$ cat config.mk
export PLATFORM = sky130hd
export DESIGN_NAME = comp_pointer_regs
export DESIGN_NICKNAME = d
export VERILOG_FILES = /design/src/fprint_pkg.sv /design/src/comp_pointer_regs.sv
export VERILOG_INCLUDE_DIRS = /design/src
export SDC_FILE = /design/constraint.sdc
export NUM_CORES = 1
export LEC_CHECK = 0
export ABC_CLOCK_PERIOD_IN_PS = 5200
export BUFFER_PORTS_ARGS = -buffer_cell sky130_fd_sc_hd__buf_4
export CORE_ASPECT_RATIO = 0.9
export CORE_MARGIN = 3
export CORE_UTILIZATION = 25
export DETAILED_ROUTE_END_ITERATION = 7
export GPL_TIMING_DRIVEN = 1
export PLACE_DENSITY = 0.38
export RECOVER_POWER = 100
export SLEW_MARGIN = 20
export SYNTH_ARGS = -nofsm -noshare
export SYNTH_HDL_FRONTEND = slang
export SYNTH_SLANG_ARGS = --single-unit
$ cat constraint.sdc
create_clock -name clk -period 5.2 [get_ports clk]
set_clock_uncertainty 0.05 [all_clocks]
set_input_delay 1.3 -clock clk [delete_from_list [all_inputs] [get_ports clk]]
set_output_delay 1.3 -clock clk [all_outputs]
set_load 0.02 [all_outputs]
$ cat src/fprint_macros.svh
`ifndef FPRINT_MACROS_SVH
`define FPRINT_MACROS_SVH

// number of tasks that can send fingerprints
`define FP_TASK_COUNT 16

// task id width, enough to index every task
`define FP_TASK_ID_WIDTH 4

// each task owns 2**FP_SLOT_WIDTH consecutive entries of a RAM
`define FP_SLOT_WIDTH 4

// RAM address is {task id, slot}
`define FP_ADDR_WIDTH 8

// width of one CRC fingerprint
`define FP_WIDTH 32

`endif

$ cat src/fprint_pkg.sv
`include "fprint_macros.svh"

package fprint_pkg;

	typedef logic [`FP_TASK_ID_WIDTH-1:0] task_id_t;
	typedef logic [`FP_ADDR_WIDTH-1:0] fp_addr_t;   // upper bits task id, lower bits slot
	typedef logic [`FP_WIDTH-1:0] fp_value_t;

	// pointer block sequencing, one request served at a time
	typedef enum logic [2:0] {
		ptr_idle,
		ptr_set_pointers,
		ptr_ack_pointers,
		ptr_advance_head,
		ptr_clear_ready
	} ptr_state_e;

	typedef enum logic [1:0] {
		cap_idle,
		cap_write,
		cap_wait_advance,   // head advance requested, waiting for the pointer block
		cap_ack
	} capture_state_e;

endpackage

$ cat src/comp_pointer_regs.sv
`timescale 1ns/100ps
`include "fprint_macros.svh"

module comp_pointer_regs (
	input  logic                            clk,
	input  logic                            reset,

	input  logic                            cfg_req,
	input  fprint_pkg::task_id_t            cfg_task,
	input  fprint_pkg::fp_addr_t            cfg_pointer,
	output logic                            cfg_ack,

	input  logic                            adv_req,
	input  logic                            adv_core,
	input  fprint_pkg::task_id_t            adv_task,
	output logic                            adv_ack,
	output fprint_pkg::fp_addr_t            head_pointer,

	input  fprint_pkg::task_id_t            comp_task,
	input  logic                            tail_advance,
	input  logic                            clear_req,
	input  logic                            mismatch,
	output logic                            clear_ack,

	output fprint_pkg::fp_addr_t            tail_pointer0,
	output fprint_pkg::fp_addr_t            tail_pointer1,
	output logic [`FP_TASK_COUNT-1:0]       ready,
	output logic                            tails_at_heads
);

	fprint_pkg::ptr_state_e state;

	// first index is the core, second the task
	fprint_pkg::fp_addr_t head_mem [0:1][0:`FP_TASK_COUNT-1];
	fprint_pkg::fp_addr_t tail_mem [0:1][0:`FP_TASK_COUNT-1];

	logic [1:0][`FP_TASK_COUNT-1:0] ready_mask;   // one mask per core
	logic [1:0] tail_eq_head;                      // per core, for comp_task
	logic rewind;

	// next entry inside the task's own region, the slot wraps on its own
	function automatic fprint_pkg::fp_addr_t next_in_region(fprint_pkg::task_id_t t,
			fprint_pkg::fp_addr_t p);
		logic [`FP_SLOT_WIDTH-1:0] slot;
		slot = p[`FP_SLOT_WIDTH-1:0] + 1'b1;
		return {t, slot};
	endfunction

	function automatic fprint_pkg::fp_addr_t region_start(fprint_pkg::task_id_t t);
		return {t, {`FP_SLOT_WIDTH{1'b0}}};
	endfunction

	always_ff @(posedge clk or posedge reset) begin
		if (reset) begin
			state <= fprint_pkg::ptr_idle;
		end else begin
			case (state)
				fprint_pkg::ptr_idle: begin
					// configuration wins over head advance, which wins over clear
					if (cfg_req)
						state <= fprint_pkg::ptr_set_pointers;
					else if (adv_req)
						state <= fprint_pkg::ptr_advance_head;
					else if (clear_req)
						state <= fprint_pkg::ptr_clear_ready;
				end
				fprint_pkg::ptr_set_pointers:
					state <= fprint_pkg::ptr_ack_pointers;
				fprint_pkg::ptr_ack_pointers: begin
					if (!cfg_req)   // four-phase, hold the ack until req drops
						state <= fprint_pkg::ptr_idle;
				end
				fprint_pkg::ptr_advance_head:
					state <= fprint_pkg::ptr_idle;
				fprint_pkg::ptr_clear_ready:
					state <= fprint_pkg::ptr_idle;
				default:
					state <= fprint_pkg::ptr_idle;
			endcase
		end
	end

	assign cfg_ack   = (state == fprint_pkg::ptr_ack_pointers);
	assign adv_ack   = (state == fprint_pkg::ptr_advance_head);
	assign clear_ack = (state == fprint_pkg::ptr_clear_ready);
	assign rewind    = clear_ack && mismatch;

	// later assignments override earlier ones for the same entry
	always_ff @(posedge clk) begin
		for (int c = 0; c < 2; c++) begin
			if (tail_advance)
				tail_mem[c][comp_task] <= next_in_region(comp_task, tail_mem[c][comp_task]);
			if (rewind) begin
				// the task's stored fingerprints are dropped on both cores
				head_mem[c][comp_task] <= region_start(comp_task);
				tail_mem[c][comp_task] <= region_start(comp_task);
			end
			if (state == fprint_pkg::ptr_set_pointers) begin
				head_mem[c][cfg_task] <= cfg_pointer;
				tail_mem[c][cfg_task] <= cfg_pointer;
			end
		end
		if (state == fprint_pkg::ptr_advance_head)
			head_mem[adv_core][adv_task] <= next_in_region(adv_task, head_pointer);
	end

	assign head_pointer  = head_mem[adv_core][adv_task];
	assign tail_pointer0 = tail_mem[0][comp_task];
	assign tail_pointer1 = tail_mem[1][comp_task];

	assign tail_eq_head[0] = (tail_mem[0][comp_task] == head_mem[0][comp_task]);
	assign tail_eq_head[1] = (tail_mem[1][comp_task] == head_mem[1][comp_task]);
	assign tails_at_heads  = &tail_eq_head;

	always_ff @(posedge clk or posedge reset) begin
		if (reset) begin
			ready_mask <= '0;
		end else if (state == fprint_pkg::ptr_advance_head) begin
			ready_mask[adv_core][adv_task] <= 1'b1;
		end else if (clear_ack) begin
			// a core stays ready while it still has unread entries
			for (int c = 0; c < 2; c++) begin
				if (mismatch || tail_eq_head[c])
					ready_mask[c][comp_task] <= 1'b0;
			end
		end
	end

	assign ready = ready_mask[0] & ready_mask[1];   // a task needs entries from both cores

endmodule

Yosys cells after proc, flatten, opt, wreduce, memory -nomap -nowiden
Memory sizes are Yosys's and may differ from the RTL's.
Cells that the tools add are included.
{"block": "totals", "ram_bits": 512, "wordCells": 1637, "ff_bits": 35, "out_inout_bits": 44, "n_memories": 2, "input_bits": 28}
{"name": "head_mem", "depth": 2, "width": 128, "rd": 3, "rd_ports_with_merged_regs": 0, "wr": 2, "line": "comp_pointer_regs.sv:34", "text": "fprint_pkg::fp_addr_t head_mem [0:1][0:`FP_TASK_COUNT-1];"}
{"name": "tail_mem", "depth": 2, "width": 128, "rd": 2, "rd_ports_with_merged_regs": 0, "wr": 2, "line": "comp_pointer_regs.sv:35", "text": "fprint_pkg::fp_addr_t tail_mem [0:1][0:`FP_TASK_COUNT-1];"}
{"block": "classes", "n_reduce_logical": 18, "n_addsub": 3, "n_lt_le_gt_ge": 12, "n_bitwise": 776, "eq_ne": 8, "muxes": 815}
{"operator": "1-bit 2-to-1 mux", "count": 775}
{"operator": "128-bit 2-to-1 mux", "count": 6}
{"operator": "1-bit bitwise OR", "count": 768}
{"operator": "8-bit binary-select mux with 4-bit select", "count": 5}
{"operator": "128-bit OR reduction", "count": 1}
{"operator": "8-bit 2-to-1 mux", "count": 13}
{"operator": "8-bit demux with 4-bit select", "count": 3}
{"operator": "32-bit 2-to-1 mux", "count": 2}
{"operator": "16-bit bitwise AND", "count": 3}
{"operator": "16-bit 2-to-1 mux", "count": 3}
{"operator": "32-bit bitwise OR", "count": 1}
{"operator": "16-bit demux with 1-bit select", "count": 1}
{"operator": "8-bit == test", "count": 2}
{"operator": "16-bit NOT", "count": 1}
{"operator": "5-bit greater-or-equal comparator, second input constant", "count": 3}
{"operator": "5-bit by 1-bit less-than comparator with 1-bit output, second input constant", "count": 3}
{"operator": "4-bit NOT with 5-bit output", "count": 3}
{"operator": "4-bit by 1-bit adder with 4-bit output, second input constant", "count": 3}
{"operator": "3-bit 2-to-1 mux", "count": 4}
{"operator": "4-bit by 5-bit less-than comparator with 1-bit output, second input constant", "count": 2}
{"operator": "3-bit case mux with 3 select lines", "count": 1}
{"operator": "1-bit demux with 4-bit select", "count": 2}
{"operator": "4-bit by 1-bit greater-or-equal comparator with 1-bit output, second input constant", "count": 2}
{"operator": "2-bit AND reduction", "count": 4}
{"operator": "other kinds (11)", "count": 21}

Logic depth before layout (Yosys ltp)
{"block": "logic_depth", "depth_word": 9, "mapped_depth": 12}

Worst setup path before layout
No wires, ideal clock.
{"block": "synth_timing", "path_type": "input -> output", "startpoint": "input comp_task[1]", "endpoint": "output tails_at_heads", "path_stages": 12, "slack_ns": -0.113, "path_buffers": 5, "t_arrival_ns": 3.963, "path_cell_list": "clkbuf_1 -> buf_2 -> buf_1 -> mux4_2 -> a22oi_1 -> nand2_1 -> xnor2_1 -> nand2_1 -> or4_1 -> buf_2 -> buf_6 -> nor2_1"}
{"block": "synth_between", "elab_chain_len": 6}
{"element": "from (decl)", "line": "comp_pointer_regs.sv:19", "text": "input fprint_pkg::task_id_t comp_task,"}
{"element": "4-bit NOT with 5-bit output"}
{"element": "8-bit binary-select mux with 4-bit select"}
{"element": "8-bit 2-to-1 mux (2 in a row)"}
{"element": "named net tail_pointer0[4]", "line": "comp_pointer_regs.sv:25", "text": "output fprint_pkg::fp_addr_t tail_pointer0,"}
{"element": "8-bit == test", "line": "comp_pointer_regs.sv:111", "text": "assign tail_eq_head[0] = (tail_mem[0][comp_task] == head_mem[0][comp_task]);"}
{"element": "2-bit AND reduction", "line": "comp_pointer_regs.sv:113", "text": "assign tails_at_heads = &tail_eq_head;"}
{"element": "to (decl)", "line": "comp_pointer_regs.sv:28", "text": "output logic tails_at_heads"}
The timed path passes the listed nets, and every way through them passes these cells. The select of a mux whose other input is x is not followed.

Final worst setup path
{"block": "layout_timing", "startpoint": "input comp_task[0]", "endpoint": "output tails_at_heads"}
{"block": "layout_between", "elab_chain_len": 6}
{"element": "4-bit NOT with 5-bit output (implied by the code) (*)", "line": "comp_pointer_regs.sv:111, comp_pointer_regs.sv:112"}
{"element": "8-bit binary-select mux with 4-bit select (on tied branches)", "line": "comp_pointer_regs.sv:111, comp_pointer_regs.sv:112"}
{"element": "8-bit 2-to-1 mux (on tied branches)", "line": "comp_pointer_regs.sv:111, comp_pointer_regs.sv:112"}
{"element": "8-bit 2-to-1 mux (on tied branches)"}
{"element": "8-bit == test (on tied branches)", "line": "comp_pointer_regs.sv:111, comp_pointer_regs.sv:112"}
{"element": "2-bit AND reduction (*)", "line": "comp_pointer_regs.sv:113"}
Mark *: on every way between the ends. The rest lies on a longest branch, timed or not. The select of a mux whose other input is x is not followed.

==> summary by stage <==
Routing
For this run, design rule violations remaining after detail routing come to 0. In the final routed layout, each cell accounts on average for 34.8 um. The routed via count divided by cell count is approximately 5.5. In this run the remaining antenna-violating nets after routing total 0.

In this run, the number of DRC markers left after iteration 0 of detailed routing was 2903. For this run, the detailed router's first-pass iteration total came to 6. After detailed routing, the total wire length is 133 mm. The number of vias after detailed routing is around 21000.

Timing
Headroom to the max-slew limit came out at -51.9%. Timing would allow up to about 0.19 GHz. Summed over all failing endpoints, the final setup total negative slack is -0.185 ns. The hold violation count in the final report was 0.

The least setup slack across all paths after layout is -0.185 ns. The transition time at the pin with the least slew margin is approximately 2.3 ns. Counting I/O delays and the setup requirement, the final critical path takes 5.38 ns.

The max-slew violation count is 36. Setup repair after global routing could not meet its margin everywhere. The final setup violation count is 1. The share of the cycle needed by the critical path after routing is 104%.

Placed design
The area after detailed placement is between 30000 and 40000 um2. The pre-CTS setup slack is -0.749 ns. The final RePlAce weighted congestion is between 0.9 and 1. Detailed placement ended at an HPWL of a little over 100 mm. The count of input and output buffers is between 70 and 80.

Logic synthesis
The number of library cell types mapped by synthesis is around 50. The number of nets in the synthesized netlist is between 2000 and 2500. The share of flip-flops with an asynchronous set or reset after synthesis is around 6.4%. In this run, synthesis produced a sequential element count of between 500 and 600. After technology mapping, the gate count stands at roughly 2000.

The post-synthesis area per instance is 13.6 um2. The number of enable-type register cells in the synthesized netlist is approximately 500. The Yosys step of the flow raised 0 warnings. The predominant post-synthesis flop cell is sky130_fd_sc_hd__edfxtp_1. The sequential share of the synthesized area is approximately three fifths.

The netlist area before placement is between 20000 and 30000 um2.

Pwr
After layout, the design draws a total of 12.4 mW. For this design the static power due to leakage is 11.8 nW. For this design the ratio of total power to cell area is ~360 nW/um2.

IR analysis of the VDD net gives a maximum drop of approximately 0.21 mV.

Clock tree
The TritonCTS buffer count is 66. The CTS clock-pin slew for the worst setup and hold paths is approximately 0.050 ns. Counting every sink on the clock net gives roughly 550. Counting along the longest clock path gives a buffer depth of 3.

Clock tree synthesis selected as its root buffer the cell sky130_fd_sc_hd__clkbuf_16. In this run the number of H-tree levels came out at 3. Clock latency on the worst-skew pair, taken at its later pin, is between 0.6 and 0.7 ns.

The number of hold buffers added after CTS is 0. The TritonCTS clock tree is yes.

Critical path
The kind of capture point of the worst setup path is a primary output. The largest fanout on the critical path is 6. Data arrives at the worst endpoint at slightly above 4 ns. The worst setup path is of the in2out kind. The worst setup path is launched from an input port. At the worst endpoint, the required time is approximately 3.9 ns.

The reg2reg setup slack is slightly below 0.6 ns.

Final layout
The final layout contains 2348 nets. The area growth from synthesis to layout is 22.7%. The post-route standard cell area excluding fillers is between 30000 and 40000 um2. The library cell used most frequently in the layout, excluding fill and tap cells, is sky130_fd_sc_hd__edfxtp_1. The library cells used most frequently in the layout, excluding fill and tap cells, are 512 x sky130_fd_sc_hd__edfxtp_1, 273 x sky130_fd_sc_hd__nand2_1, 250 x sky130_fd_sc_hd__buf_4. The number of filler instances in the final layout is roughly 11000. In the final layout, the share of cells above drive strength 1 is approximately 29%.

Global routing
The largest net degree at the start of global routing is between 40 and 50. The remaining global-route overflow is 0. The number of antenna violations at the first check in global routing is 8.

The number of global-route vias before repair is approximately 21000. For this run, the total global-route usage over all layers was measured as 22.9%. The first global-routing pass estimated 180 mm of wire.

Run
Across the run, the number of max-cap violations was 1.

Floorplan
The vertical extent of the die is 323 um. The horizontal die dimension is between 300 and 400 um. The core outline area is between 100000 and 150000 um2. In this run the count of I/O pins placed on the die edge is 72. For this configuration, the core starts out at a cell density of 25.4%.

The number of cell rows is ~120. The die covers 116000 um2.

Run status
The checks that failed: capacitance limit, slew limit, setup timing. The run finished, with violations left.

Worst hold path
The class of the worst hold path is reg2reg.
## cells in the mapped netlist (6+ instances only)
library cell               number  area [um2]
sky130_fd_sc_hd__buf_2         13        65.1
sky130_fd_sc_hd__inv_1         11        41.3
sky130_fd_sc_hd__or2_2          7        43.8
sky130_fd_sc_hd__mux2_2        69         777
sky130_fd_sc_hd__a22o_1        14         123
sky130_fd_sc_hd__mux2i_1        7        70.1
sky130_fd_sc_hd__mux4_2       208        4680
sky130_fd_sc_hd__nand2_1      279        1050
sky130_fd_sc_hd__a22oi_1       64         480
sky130_fd_sc_hd__and2_1        49         307
sky130_fd_sc_hd__o21ai_0      244        1220
sky130_fd_sc_hd__o221a_2       12         135
sky130_fd_sc_hd__nor3_1         9        45.0
sky130_fd_sc_hd__buf_4          6        45.0
sky130_fd_sc_hd__nor2b_1        7        43.8
sky130_fd_sc_hd__dfrtp_1       35         876
sky130_fd_sc_hd__a31oi_1       21         131
sky130_fd_sc_hd__xnor2_1       16         140
sky130_fd_sc_hd__nor2_1       166         623
sky130_fd_sc_hd__nand2b_1      35         219
sky130_fd_sc_hd__nand3_1       20         100
sky130_fd_sc_hd__clkbuf_1     111         417
sky130_fd_sc_hd__edfxtp_1     512       15400
sky130_fd_sc_hd__o31a_1         6        52.6
sky130_fd_sc_hd__buf_1         20        75.1
sky130_fd_sc_hd__a21oi_1       41         205
sky130_fd_sc_hd__nand3b_1       7        52.6
sky130_fd_sc_hd__o22ai_1       12        75.1
## kinds of logic after synthesis
group	synth area share (%)
AOI/OAI and AO/OA	9.08
xor gates and xnor gates	0.718
adders and majority gates	0.135
buffers and inverters	2.54
DFF	58.3
muxes	19.8
and+or+nand+nor	9.41
## critical path: stages
cell and delay [ns]:
sky130_fd_sc_hd__bufbuf_16 0.25, sky130_fd_sc_hd__buf_4 0.13, sky130_fd_sc_hd__mux4_2 0.50, sky130_fd_sc_hd__a22oi_2 0.22
sky130_fd_sc_hd__buf_4 0.15, sky130_fd_sc_hd__nand2_1 0.04, sky130_fd_sc_hd__buf_4 0.16, sky130_fd_sc_hd__xnor2_1 0.18
sky130_fd_sc_hd__nand4_1 0.12, sky130_fd_sc_hd__or4_4 0.58, sky130_fd_sc_hd__nor2_4 0.12, sky130_fd_sc_hd__buf_6 0.15
sky130_fd_sc_hd__buf_6 0.12
## per-layer routing
metal,share of wire [%],GRT usage (%)
met4,4.1,7.77
met5,0,0
met3,7.7,4.33
met2,47,37.1
met1,42,30.7
## report_power, final
| group | internal [mW] | leakage [nW] | switching (mW) |
|---|---|---|---|
| registers | 5.15 | 5.19 | 0.131 |
| clock network | 2.82 | 1.06 | 1.97 |
| logic | 0.824 | 5.52 | 1.47 |
| total | 8.80 | 11.8 | 3.57 |
## final cells by class
cell class	count	area [um2]	share of cell area, %
timing repair buffer	355	2800	8.19
multi-input combinational	1335	11100	32.5
antenna	5	12.5	0.0366
clock buffer	80	1810	5.29
inverter	12	45.0	0.132
clock inverter	35	360	1.05
sequential	547	16300	47.5
tap	1462	1830	5.35
## final timing paths
kind | startpoint | endpoint | cells after the start
max | comp_task[0] | tails_at_heads | 13
min | state[0] | state[0] | 1
max reg2reg | state[1] | head_mem[1][30] | 7
min reg2reg | state[0] | state[0] | 1
max in group asynchronous | reset | ready_mask[12] | 3
min in group asynchronous | reset | ready_mask[2] | 3
## what timing repair did
action / CTS / global route
setup buffers: 15 / 1
gates cloned: 2 / 1
pin swaps: 11 / 14
resized for setup: 39 / 10
setup endpoints to repair: 1 / 1
## sequential cells by signal, summed over array words and instances, names as in the netlist
register	cells
tail_mem	256
head_mem	256
ready_mask	32
state	3
## per-stage QoR
step | hold slack [ns] | util, % | cells
global placement | 0.462 | 29.0 | 3692
global route | 0.516 | 31.1 | 3826
detailed placement | 0.484 | 29.0 | 3692
CTS | 0.493 | 31.3 | 3824
finish | 0.499 | 31.1 | 3831
floorplan | 0.440 | - | 2050
Power figures use the tool's default switching activity.
