### src/fprint_macros.svh
`ifndef FPRINT_MACROS_SVH
`define FPRINT_MACROS_SVH

// number of tasks that can send fingerprints
`define FP_TASK_COUNT 16

// task id width, enough to index every task
`define FP_TASK_ID_WIDTH 4

// each task owns 2**FP_SLOT_WIDTH consecutive entries of a RAM
`define FP_SLOT_WIDTH 4

// RAM address is {task id, slot}
`define FP_ADDR_WIDTH 8

// width of one CRC fingerprint
`define FP_WIDTH 32

`endif

### src/fprint_pkg.sv
`include "fprint_macros.svh"

package fprint_pkg;

	typedef logic [`FP_TASK_ID_WIDTH-1:0] task_id_t;
	typedef logic [`FP_ADDR_WIDTH-1:0] fp_addr_t;   // upper bits task id, lower bits slot
	typedef logic [`FP_WIDTH-1:0] fp_value_t;

	// pointer block sequencing, one request served at a time
	typedef enum logic [2:0] {
		ptr_idle,
		ptr_set_pointers,
		ptr_ack_pointers,
		ptr_advance_head,
		ptr_clear_ready
	} ptr_state_e;

	typedef enum logic [1:0] {
		cap_idle,
		cap_write,
		cap_wait_advance,   // head advance requested, waiting for the pointer block
		cap_ack
	} capture_state_e;

endpackage

### src/fprint_capture.sv
`timescale 1ns/100ps

module fprint_capture (
	input  logic                    clk,
	input  logic                    reset,

	input  logic                    fp_req,
	input  logic                    fp_core,
	input  fprint_pkg::task_id_t    fp_task,
	input  fprint_pkg::fp_value_t   fp_value,
	output logic                    fp_ack,

	output logic                    wr_en0,
	output logic                    wr_en1,
	output fprint_pkg::fp_addr_t    wr_addr,
	output fprint_pkg::fp_value_t   wr_data,

	output logic                    adv_req,
	output logic                    adv_core,
	output fprint_pkg::task_id_t    adv_task,
	input  logic                    adv_ack,
	input  fprint_pkg::fp_addr_t    head_pointer
);

	fprint_pkg::capture_state_e state;

	logic                  core_q;
	fprint_pkg::task_id_t  task_q;
	fprint_pkg::fp_value_t value_q;

	always_ff @(posedge clk or posedge reset) begin
		if (reset) begin
			state <= fprint_pkg::cap_idle;
		end else begin
			case (state)
				fprint_pkg::cap_idle: begin
					if (fp_req)
						state <= fprint_pkg::cap_write;
				end
				fprint_pkg::cap_write:
					state <= fprint_pkg::cap_wait_advance;
				fprint_pkg::cap_wait_advance: begin
					if (adv_ack)   // one-cycle ack, adv_req falls next cycle
						state <= fprint_pkg::cap_ack;
				end
				fprint_pkg::cap_ack: begin
					if (!fp_req)
						state <= fprint_pkg::cap_idle;
				end
				default:
					state <= fprint_pkg::cap_idle;
			endcase
		end
	end

	// the core holds its data stable while req is high, so one sample is enough
	always_ff @(posedge clk) begin
		if (state == fprint_pkg::cap_idle && fp_req) begin
			core_q  <= fp_core;
			task_q  <= fp_task;
			value_q <= fp_value;
		end
	end

	// head_pointer follows adv_core and adv_task, so it is the slot to write
	assign adv_core = core_q;
	assign adv_task = task_q;
	assign wr_addr  = head_pointer;
	assign wr_data  = value_q;
	assign wr_en0   = (state == fprint_pkg::cap_write) && !core_q;
	assign wr_en1   = (state == fprint_pkg::cap_write) && core_q;

	assign adv_req = (state == fprint_pkg::cap_wait_advance);
	assign fp_ack  = (state == fprint_pkg::cap_ack);

endmodule

### config.mk
export PLATFORM = sky130hd
export DESIGN_NAME = fprint_capture
export DESIGN_NICKNAME = d
export VERILOG_FILES = /design/src/fprint_pkg.sv /design/src/fprint_capture.sv
export VERILOG_INCLUDE_DIRS = /design/src
export SDC_FILE = /design/constraint.sdc
export NUM_CORES = 1
export LEC_CHECK = 0
export CORE_ASPECT_RATIO = 1.75
export CORE_MARGIN = 2
export CORE_UTILIZATION = 54
export CTS_CLUSTER_DIAMETER = 80
export CTS_CLUSTER_SIZE = 20
export DETAILED_ROUTE_END_ITERATION = 6
export DONT_BUFFER_PORTS = 1
export GPL_TIMING_DRIVEN = 1
export PLACE_DENSITY_LB_ADDON = 0.15
export SLEW_MARGIN = 0
export SYNTH_ARGS = -nofsm -noshare
export SYNTH_HDL_FRONTEND = slang
export SYNTH_SLANG_ARGS = --single-unit
### constraint.sdc
create_clock -name clk -period 2.05 [get_ports clk]
set_input_delay 0.205 -clock clk [delete_from_list [all_inputs] [get_ports clk]]
set_output_delay 0.205 -clock clk [all_outputs]
set_load 0.01 [all_outputs]
# After elaboration in Yosys (flattened, before gate mapping)
# Cells that the tools add are included.
# totals
regBits,39
inputBits,49
wordCells,20
# classes
n_eq_ne,6
n_mux,4
n_reduce_logical,6
# op_table
operator,count
2-bit case mux with 4 select lines,1
2-bit two-way mux,3
2-bit == test (second input constant),2
2-bit inequality test (second input constant),2
1-bit logical AND,3
3-bit AND reduction,1
2-bit by 1-bit == test with 1-bit output (second input constant),1
2-bit logical NOT,1
2-bit by 1-bit inequality test with 1-bit output (second input constant),1
1-bit logical NOT,1

# Longest topological paths before layout
# Gate-level depths: netlist of the first run.
# logic_depth
depth_word,3
depth_mapped,5

# Worst setup path after synthesis of the first run
# Ideal clock, no wire load.
# synth_path
path_type,register to register
startpoint,register state[0]
endpoint,register core_q (netlist: adv_core) (enable)
setup_ps,398
arrival_time_ps,1558
t_required_ps,1652
setup_slack_ps,94
stages_incl_launch_ff,4
path_buffers,0
synth_period_minus_slack_ps,1956
path_cell_list,dfrtp_1 > inv_1 > ha_1 > and2_1
# synth_via
elab_chain_cells,2
# synth_rtl
item,line_no,source
from (decl),fprint_capture.sv:25,fprint_pkg::capture_state_e state;
from (signal assigned),fprint_capture.sv:33,state <= fprint_pkg::cap_idle;
from (signal assigned),fprint_capture.sv:38,state <= fprint_pkg::cap_write;
from (signal assigned),fprint_capture.sv:41,state <= fprint_pkg::cap_wait_advance;
2-bit logical NOT,fprint_capture.sv:58,if (state == fprint_pkg::cap_idle && fp_req) begin
1-bit logical AND,fprint_capture.sv:58,
to (signal assigned),fprint_capture.sv:59,core_q <= fp_core;
to (decl),fprint_capture.sv:27,logic core_q;
# Every way passes these cells.
# A chain may end at the register's enable or synchronous reset.

# Worst setup path in the final report of the first run
# layout_path
startpoint,register state[0]
endpoint,register state[1]
# layout_via
elab_chain_cells,3
# layout_rtl
item,line_no,source
2-bit == test / 2-bit logical NOT (equally long branches),fprint_capture.sv:35,case (state)
2-bit by 1-bit inequality test with 1-bit output (no source line) / 2-bit inequality test (equally long branches),-,
3-bit AND reduction (no source line),-,
# Parallel ways exist; a longest one is shown, timed or not.

==> flow_metrics.tcl, run 1 <==
set metrics [dict create \
    syn_area_mm2 0.00136 \
    drv_cap 0 \
    clockRootBuffer "clkbuf_8" \
    die_x_um 42.0 \
    cts_tree "yes" \
    relSlewSlack 0.844 \
    max_freq_ghz 0.625 \
    setup.worst_path.end_class "register" \
    post_cts_buffers 0 \
    grt-ovfl-total 0 \
    hold_violations 0 \
    utilization 0.760 \
    avgSynthCellArea_um2 21.6 \
    dp_hpwl_um 1630 \
    area_delta_synth_final_pct 35.7 \
    wl_per_cell_um 19.6 \
    busiest_layer "met2" \
    r2r-start "state[0]$_DFFE_PP0P_" \
    portBuffers 0 \
    drc_errors 0 \
    pin_count 98 \
    detail-route-antenna-nets 0 \
    setup_slack_ps 450 \
    cts-buffers-inserted 5 \
    post-route-period-util 0.780 \
    min_period_ps 1600 \
    fp.dieH_um 70.5 \
    drtIter0Drc 18 \
    use_met3 0.109 \
    dp_worst_setup_slack_ps 433 \
    use_met2 0.201 \
    setup_tns_ps 0 \
    use_met1 0.179 \
    crit_arrival_ps 1770 \
    setup_viol 0 \
    outcome "complete, no violations" \
    core_region_area_mm2 0.00243 \
    dp.cells 82 \
    dieArea_mm2 0.00296 \
    layout.nets 155 \
    clk_path_buf_depth 2 \
    place_congestion 0.608 \
    critical_path_class "register to register" \
    start_util 0.560 \
    syn_nets 117 \
    synth_cells 63 \
    clk_latency_ps 290 \
    worstPathMaxFanout 4 \
    rows 24 \
    required_ps 2220 \
    synth_cell_types 11 \
    drv_slew 0 \
    cts_num_sinks 39 \
    rsz0062_at_grt "false" \
    vias 674 \
    drive_gt1_frac 0.118 \
    routed_wl_um 2510 \
    finClkSkew_ps 2.87 \
    worst_slew_pin_slew_ps 234 \
    ir_worst_vdd_uv 1240 \
    p_leak_nw 0.673 \
    ys_warn_count 0 \
    yosys_register_bits 39 \
    cp-start-kind "register" \
    drt-pass1-iter-count 4 \
    cts_hold_buf 1 \
    hold_class "input pin to asynchronous set/reset pin" \
    grt_max_degree 31 \
    grt_pass1_vias 566 \
    cts_resized 0 \
    ys_seq_area_frac 0.852 \
    viasPerCell 5.27 \
    stdcell_count 128 \
    cts_max_level 2 \
    grt_pass1_wl_um 3090 \
    antenna_cells 0 \
    antenna_found_initial 0 \
    critPathLaunch "state[0]$_DFFE_PP0P_" \
    clkTransAtPathRegs_ps 70 \
    gr-usage-all-layers 0.155 \
    p_per_area_mw_per_mm2 1170 \
]
-- state kept, by name, indices dropped and copies added, names as in the netlist --
register	count
state	2
wr_data	32
adv_core	1
adv_task	4
-- logic make-up after synthesis --
logic type	synth area share
AND/OR/NAND/NOR	0.0138
multiplexers	0.0193
adder cells (fa/ha/maj)	0.0459
flip-flops	0.852
buffers and inverters	0.0551
AO/OA/AOI/OAI	0.0138
-- power breakdown --
part           internal [W]  switching [W]
registers           0.00106       0.000123
clock network      0.000362       0.000261
logic              0.000163       0.000189
-- per-stage QoR --
step | hold slack (ps) | instance area, um2 | power, W
after global placement | -50.3 | 1360 | 0.00148
after floorplan | -53.8 | 1360 | 0.00142
final | 201 | 1850 | 0.00216
after CTS | 0.864 | 1480 | 0.00212
after detailed placement | -47.4 | 1360 | 0.00150
after global routing | 204 | 1850 | 0.00227
-- routing by layer --
layer	vias up	wire length, um	share of wire
met5	-	0	0
met2	59	1240	0.49
met3	12	296	0.12
met4	0	72	0.029
met1	304	909	0.36
li1	299	-	-
-- cell usage after synthesis --
master	n	area, um2
ha_1	5	62.6
dfrtp_1	2	50.1
nor2b_1	1	6.26
mux2_1	1	11.3
and2_1	2	12.5
inv_1	4	15.0
a21oi_2	1	8.76
mux2_4	1	15.0
o32a_1	1	10.0
edfxtp_1	37	1110
buf_4	8	60.1
-- path summary, 6_finish.rpt --
check	endpoint	slack (ps)	depth (start not counted)
setup / recovery	state[1]$_DFFE_PP0P_	450	5
hold / removal	state[1]$_DFFE_PP0P_	200	2
setup reg to reg	state[1]$_DFFE_PP0P_	450	5
hold reg to reg	state[1]$_DFFE_PP0P_	570	1
max in group asynchronous	state[0]$_DFFE_PP0P_	1740	2
min in group clk	state[0]$_DFFE_PP0P_	230	2
-- cell type report --
| cell class | count | area [um2] |
|---|---|---|
| Clock buffer | 5 | 68.8 |
| Clock inverter | 3 | 43.8 |
| Fill cell | 133 | 583 |
| Inverter | 4 | 15.0 |
| Multi-Input combinational cell | 12 | 128 |
| Sequential cell | 39 | 1160 |
| Tap cell | 26 | 32.5 |
| Timing Repair Buffer | 39 | 400 |
-- critical path: stages (launching register included) --
cell and delay, ps:
dfrtp_1 410, inv_1 100, ha_1 210, mux2_4 280, a21oi_2 150, mux2_1 340
-- layout by cell type, fill, tap and decap left out --
cell type	count
a21oi_2	1
and2_1	1
and2_2	1
buf_12	1
bufinv_16	1
clkbuf_8	5
clkinv_2	1
clkinv_4	1
dfrtp_1	2
dlygate4sd3_1	38
edfxtp_1	37
ha_1	5
inv_1	4
mux2_1	1
mux2_4	1
nor2b_1	1
o32a_1	1
No activity file was read; power rests on OpenSTA's default activity.
==> run 2, diff against run 1 <==
==> constraint.sdc (replaced) <==
create_clock -name clk -period 1.4 [get_ports clk]
set_input_delay 0.14 -clock clk [delete_from_list [all_inputs] [get_ports clk]]
set_output_delay 0.14 -clock clk [all_outputs]
set_load 0.01 [all_outputs]
==> run 2 against run 1 <==
  * The run now ends with setup timing left
  * Global-route usage rose by 7.5 points
  * Register-to-register slack got worse by 550 ps
  * Worst hold slack got worse by 48 ps
  * Final cell count rose by 7.8%
  * Setup slack got worse by 550 ps
  * Die area did not move
  * Critical endpoint unchanged
  * Largest cell class unchanged
==> flow_metrics.tcl, run 2 (same netlist as run 1, synthesis figures left out) <==
set metrics [dict create \
    post-route-period-util 1.07 \
    critPathSlowestCell "dfrtp_1" \
    dieArea_mm2 0.00296 \
    r2r-start "state[1]$_DFFE_PP0P_" \
    multi_input_comb_area_um2 180 \
    start_util 0.560 \
    busiest_layer "met2" \
    largest_reg_flops 32 \
    portBuffers 0 \
    crit_arrival_ps 1680 \
    vias 742 \
    use_met2 0.420 \
    gr-usage-all-layers 0.230 \
    clk_path_buf_depth 2 \
    drv_slew 0 \
    layout.nets 165 \
    core_region_area_mm2 0.00243 \
    use_met3 0.0646 \
    final_cell_mix "dlygate4sd3_1 (38), edfxtp_1 (37), buf_4 (8)" \
    grt_pass1_vias 848 \
    max_freq_ghz 0.666 \
    finClkSkew_ps 10.8 \
    relSlewSlack 0.830 \
    utilization 0.821 \
    cts-buffers-inserted 5 \
    p_leak_nw 0.733 \
    pin_count 98 \
    place_congestion 0.697 \
    critical_path_class "register to register" \
    routed_wl_um 3260 \
    worst_r2r_endpoint "state[1]$_DFFE_PP0P_" \
    setup_slack_ps -102 \
    fin_area_mm2 0.00200 \
    use_met1 0.224 \
    cts_num_sinks 39 \
    grt_max_degree 17 \
    outcome "complete, but fails checks" \
    antenna_cells 0 \
    rr_worst_depth 5 \
    fillers 104 \
    wl_per_cell_um 23.6 \
    worstPathMaxFanout 3 \
    final_common_cell "dlygate4sd3_1" \
    rows 24 \
    cpMostUsedCell "mux2_4" \
    die_x_um 42.0 \
    fp.dieH_um 70.5 \
    ir_worst_vdd_uv 1380 \
    cp-start-kind "register" \
    max_stage_delay_ps 400 \
    drv_cap 0 \
    drive_gt1_frac 0.268 \
    r2r_slack_ps -100 \
    grt-ovfl-total 0 \
    cts_tree "yes" \
    drtIter0Drc 26 \
    clkTransAtPathRegs_ps 70 \
    area_delta_synth_final_pct 46.6 \
    dp_hpwl_um 1650 \
    drt-pass1-iter-count 4 \
    p_per_area_mw_per_mm2 1820 \
    rsz0062_at_grt "true" \
    viasPerCell 5.38 \
    detail-route-antenna-nets 0 \
    grt_pass1_wl_um 4600 \
    worst_slew_pin_slew_ps 254 \
    cts_max_level 2 \
    hold_violations 0 \
    clockRootBuffer "clkbuf_8" \
    placedInstanceArea_mm2 0.00146 \
    crit_chain "inv_2 > ha_4 > mux2_4 > a21oi_4 > mux2_4" \
    seq_area_mm2 0.00116 \
    required_ps 1580 \
    hold_slack_ps 152 \
    antenna_found_initial 0 \
    min_period_ps 1500 \
    hold_class "input pin to asynchronous set/reset pin" \
    violations "setup timing" \
    drc_errors 0 \
    setup_viol 12 \
    clk_latency_ps 290 \
    setup.worst_path.end_class "register" \
]
-- run 2: cell count changes in the layout (fill, tap and decap cells not counted), sizes merged --
cell / change
buf: +10
-- run 2: final cells by class --
| cell class | count | area share |
|---|---|---|
| Clock buffer | 5 | 0.0345 |
| Sequential cell | 39 | 0.581 |
| Multi-Input combinational cell | 12 | 0.0902 |
| Inverter | 4 | 0.00752 |
| Timing Repair Buffer | 49 | 0.251 |
| Clock inverter | 3 | 0.0194 |
| Tap cell | 26 | 0.0163 |
-- run 2: worst max path at each step --
stage / startpoint / end / slack (ps) / depth (start not counted)
floorplan: state[1]$_DFFE_PP0P_ / state[1]$_DFFE_PP0P_ / -40 / 4
global placement: state[0]$_DFFE_PP0P_ / state[1]$_DFFE_PP0P_ / -50 / 5
detailed placement: state[0]$_DFFE_PP0P_ / state[1]$_DFFE_PP0P_ / -100 / 5
CTS: state[1]$_DFFE_PP0P_ / state[1]$_DFFE_PP0P_ / -60 / 5
global route: state[1]$_DFFE_PP0P_ / state[1]$_DFFE_PP0P_ / -130 / 5
finish: state[1]$_DFFE_PP0P_ / state[1]$_DFFE_PP0P_ / -100 / 5
-- run 2: per-layer routing --
layer,share of wire,vias up
met2,0.58,53
met1,0.31,356
met3,0.075,12
li1,-,321
met5,0,-
met4,0.026,0
-- run 2: worst max-delay path: cells and delay by family (launching register included) --
family	cells	cell delay [ps]
compound gates	1	140
fa+ha+maj	1	160
buf+inv	1	80
flops	1	400
mux	2	610
-- run 2: timing repair --
action / CTS / global route
gates resized for setup: 7 / 1
pin swaps: 0 / 1
buffers inserted: 1 / 1
setup endpoints to repair: 3 / 5
hold buffers: 38 / 0
endpoints found under the hold margin: 39 / 0
-- run 2: where the power goes --
group / switching, W / internal, W
clock: 0.000383 / 0.000521
combinational: 0.000433 / 0.000547
sequential: 0.000194 / 0.00155
-- run 2: per-stage QoR --
step	worst slack [ps]	setup TNS (ps)	power (W)	instances
2_1_floorplan	-35.2	-35.2	0.00211	63
3_5_place_dp	-103	-103	0.00244	90
4_1_cts	-64.0	-119	0.00353	137
5_1_grt	-135	-1060	0.00378	138
6_report	-102	-275	0.00363	138
3_3_place_gp	-45.7	-45.7	0.00240	90
==> run 3, diff against run 2 <==
--- a/config.mk
+++ b/config.mk
@@ -6,7 +6,6 @@
 export SDC_FILE = /design/constraint.sdc
 export NUM_CORES = 1
 export LEC_CHECK = 0
-export CORE_ASPECT_RATIO = 1.75
 export CORE_MARGIN = 2
 export CORE_UTILIZATION = 54
 export CTS_CLUSTER_DIAMETER = 80
==> run 3 against run 2 <==
  * The flow still finishes with violations (setup timing)
  * Sequential power about the same
  * Critical path depth stayed put
  * Die area down 0.54%
  * Final cell count grew 3.6%
  * Clock power is 43% lower
  * Global-route usage decreased by 1.5 points
  * Largest power group unchanged
==> flow_metrics.tcl, run 3 (same netlist as run 1, synthesis figures left out) <==
set metrics [dict create \
    cpMostUsedCell "mux2_4" \
    crit_arrival_ps 1730 \
    vias 744 \
    max_freq_ghz 0.667 \
    hold_slack_ps 87.1 \
    p_per_area_mw_per_mm2 1660 \
    grt-ovfl-total 0 \
    ir_worst_vdd_uv 1260 \
    dieArea_mm2 0.00294 \
    finClkSkew_ps 7.63 \
    cts_max_level 2 \
    p_leak_nw 0.720 \
    layout.nets 166 \
    pin_count 98 \
    max_stage_delay_ps 420 \
    setup_viol 3 \
    area_delta_synth_final_pct 45.3 \
    placedInstanceArea_mm2 0.00145 \
    critical_path_class "register to register" \
    wl_per_cell_um 20.6 \
    total_power_w 0.00329 \
    critPathSlowestCell "dfrtp_1" \
    drt-pass1-iter-count 4 \
    start_util 0.560 \
    cts_tree "yes" \
    setup_slack_ps -98.2 \
    drtIter0Drc 12 \
    portBuffers 0 \
    final_cell_mix "dlygate4sd3_1 (38), edfxtp_1 (37), buf_4 (6)" \
    antenna_cells 0 \
    detail-route-antenna-nets 0 \
    relSlewSlack 0.836 \
    crit_chain "inv_2 > ha_4 > mux2_4 > a21oi_4 > mux2_4" \
    clk_latency_ps 330 \
    drv_slew 0 \
    violations "setup timing" \
    cts_num_sinks 39 \
    grt_pass1_wl_um 4040 \
    cts-buffers-inserted 5 \
    cp-start-kind "register" \
    grt_max_degree 21 \
    rsz0062_at_grt "true" \
    worstPathMaxFanout 3 \
    setup.worst_path.end_class "register" \
    final_common_cell "dlygate4sd3_1" \
    rows 18 \
    hold_class "input pin to asynchronous set/reset pin" \
    core_region_area_mm2 0.00243 \
    drive_gt1_frac 0.292 \
    hold_violations 0 \
    drv_cap 0 \
    viasPerCell 5.20 \
    worst_slew_pin_slew_ps 246 \
    die_x_um 54.2 \
    largest_reg_flops 32 \
    fin_area_mm2 0.00198 \
    post-route-period-util 1.07 \
    fillers 125 \
    clockRootBuffer "clkbuf_4" \
    place_congestion 0.609 \
    gr-usage-all-layers 0.216 \
    grt_pass1_vias 772 \
    min_period_ps 1500 \
    outcome "complete, but fails checks" \
    antenna_found_initial 0 \
    required_ps 1630 \
    fp.dieH_um 54.2 \
    dp_worst_setup_slack_ps -97.4 \
    routed_wl_um 2950 \
    clkTransAtPathRegs_ps 110 \
    drc_errors 0 \
    clk_path_buf_depth 2 \
]
-- run 3: critical path: cells and delay by family, from the launching register on --
| family | cells | cell delay, ps |
|---|---|---|
| muxes | 2 | 600 |
| DFF | 1 | 420 |
| adders and majority gates | 1 | 160 |
| AOI/OAI and AO/OA | 1 | 130 |
| buffers and inverters | 1 | 80 |
-- run 3: layer usage --
metal,global-route usage,share of wire,up-vias
met2,0.335,0.51,48
li1,-,-,324
met4,0.158,0.024,0
met1,0.238,0.37,361
met3,0.0874,0.097,11
met5,0,0,-
-- run 3: layout make-up --
class	instances	area (um2)	share of cell area
Timing Repair Buffer	50	510	0.258
Clock inverter	3	15.0	0.00759
Inverter	4	15.0	0.00759
Sequential cell	39	1160	0.587
Multi-Input combinational cell	12	203	0.102
Clock buffer	5	37.5	0.0190
Tap cell	30	37.5	0.0190
-- run 3: repair_timing --
item | CTS | global route
endpoints found under the setup margin | 5 | 5
resized for setup | 13 | 2
hold buffers | 38 | 0
pin swaps | 2 | 0
endpoints found under the hold margin | 39 | 0
setup buffers | 3 | 0
-- run 3: worst paths after layout --
check	startpoint	endpoint	slack [ps]	depth (start not counted)
min	reset	state[1]$_DFFE_PP0P_	90	2
max reg2reg	state[1]$_DFFE_PP0P_	state[1]$_DFFE_PP0P_	-100	5
min reg2reg	state[0]$_DFFE_PP0P_	state[0]$_DFFE_PP0P_	610	1
max	state[1]$_DFFE_PP0P_	state[1]$_DFFE_PP0P_	-100	5
max in group asynchronous	reset	state[0]$_DFFE_PP0P_	1200	2
min in group clk	fp_req	state[0]$_DFFE_PP0P_	130	2
-- run 3: through the flow --
stage,instances,setup TNS (ps),utilization
finish,143,-181,0.814
global route,143,-446,0.814
CTS,143,-180,0.809
detailed placement,94,-97.4,0.596
global placement,94,-44.7,0.596
floorplan,63,-35.2,-
-- run 3: power breakdown --
group,internal [W],switching [W]
sequential,0.00155,0.000195
combinational,0.000590,0.000435
clock,0.000187,0.000330
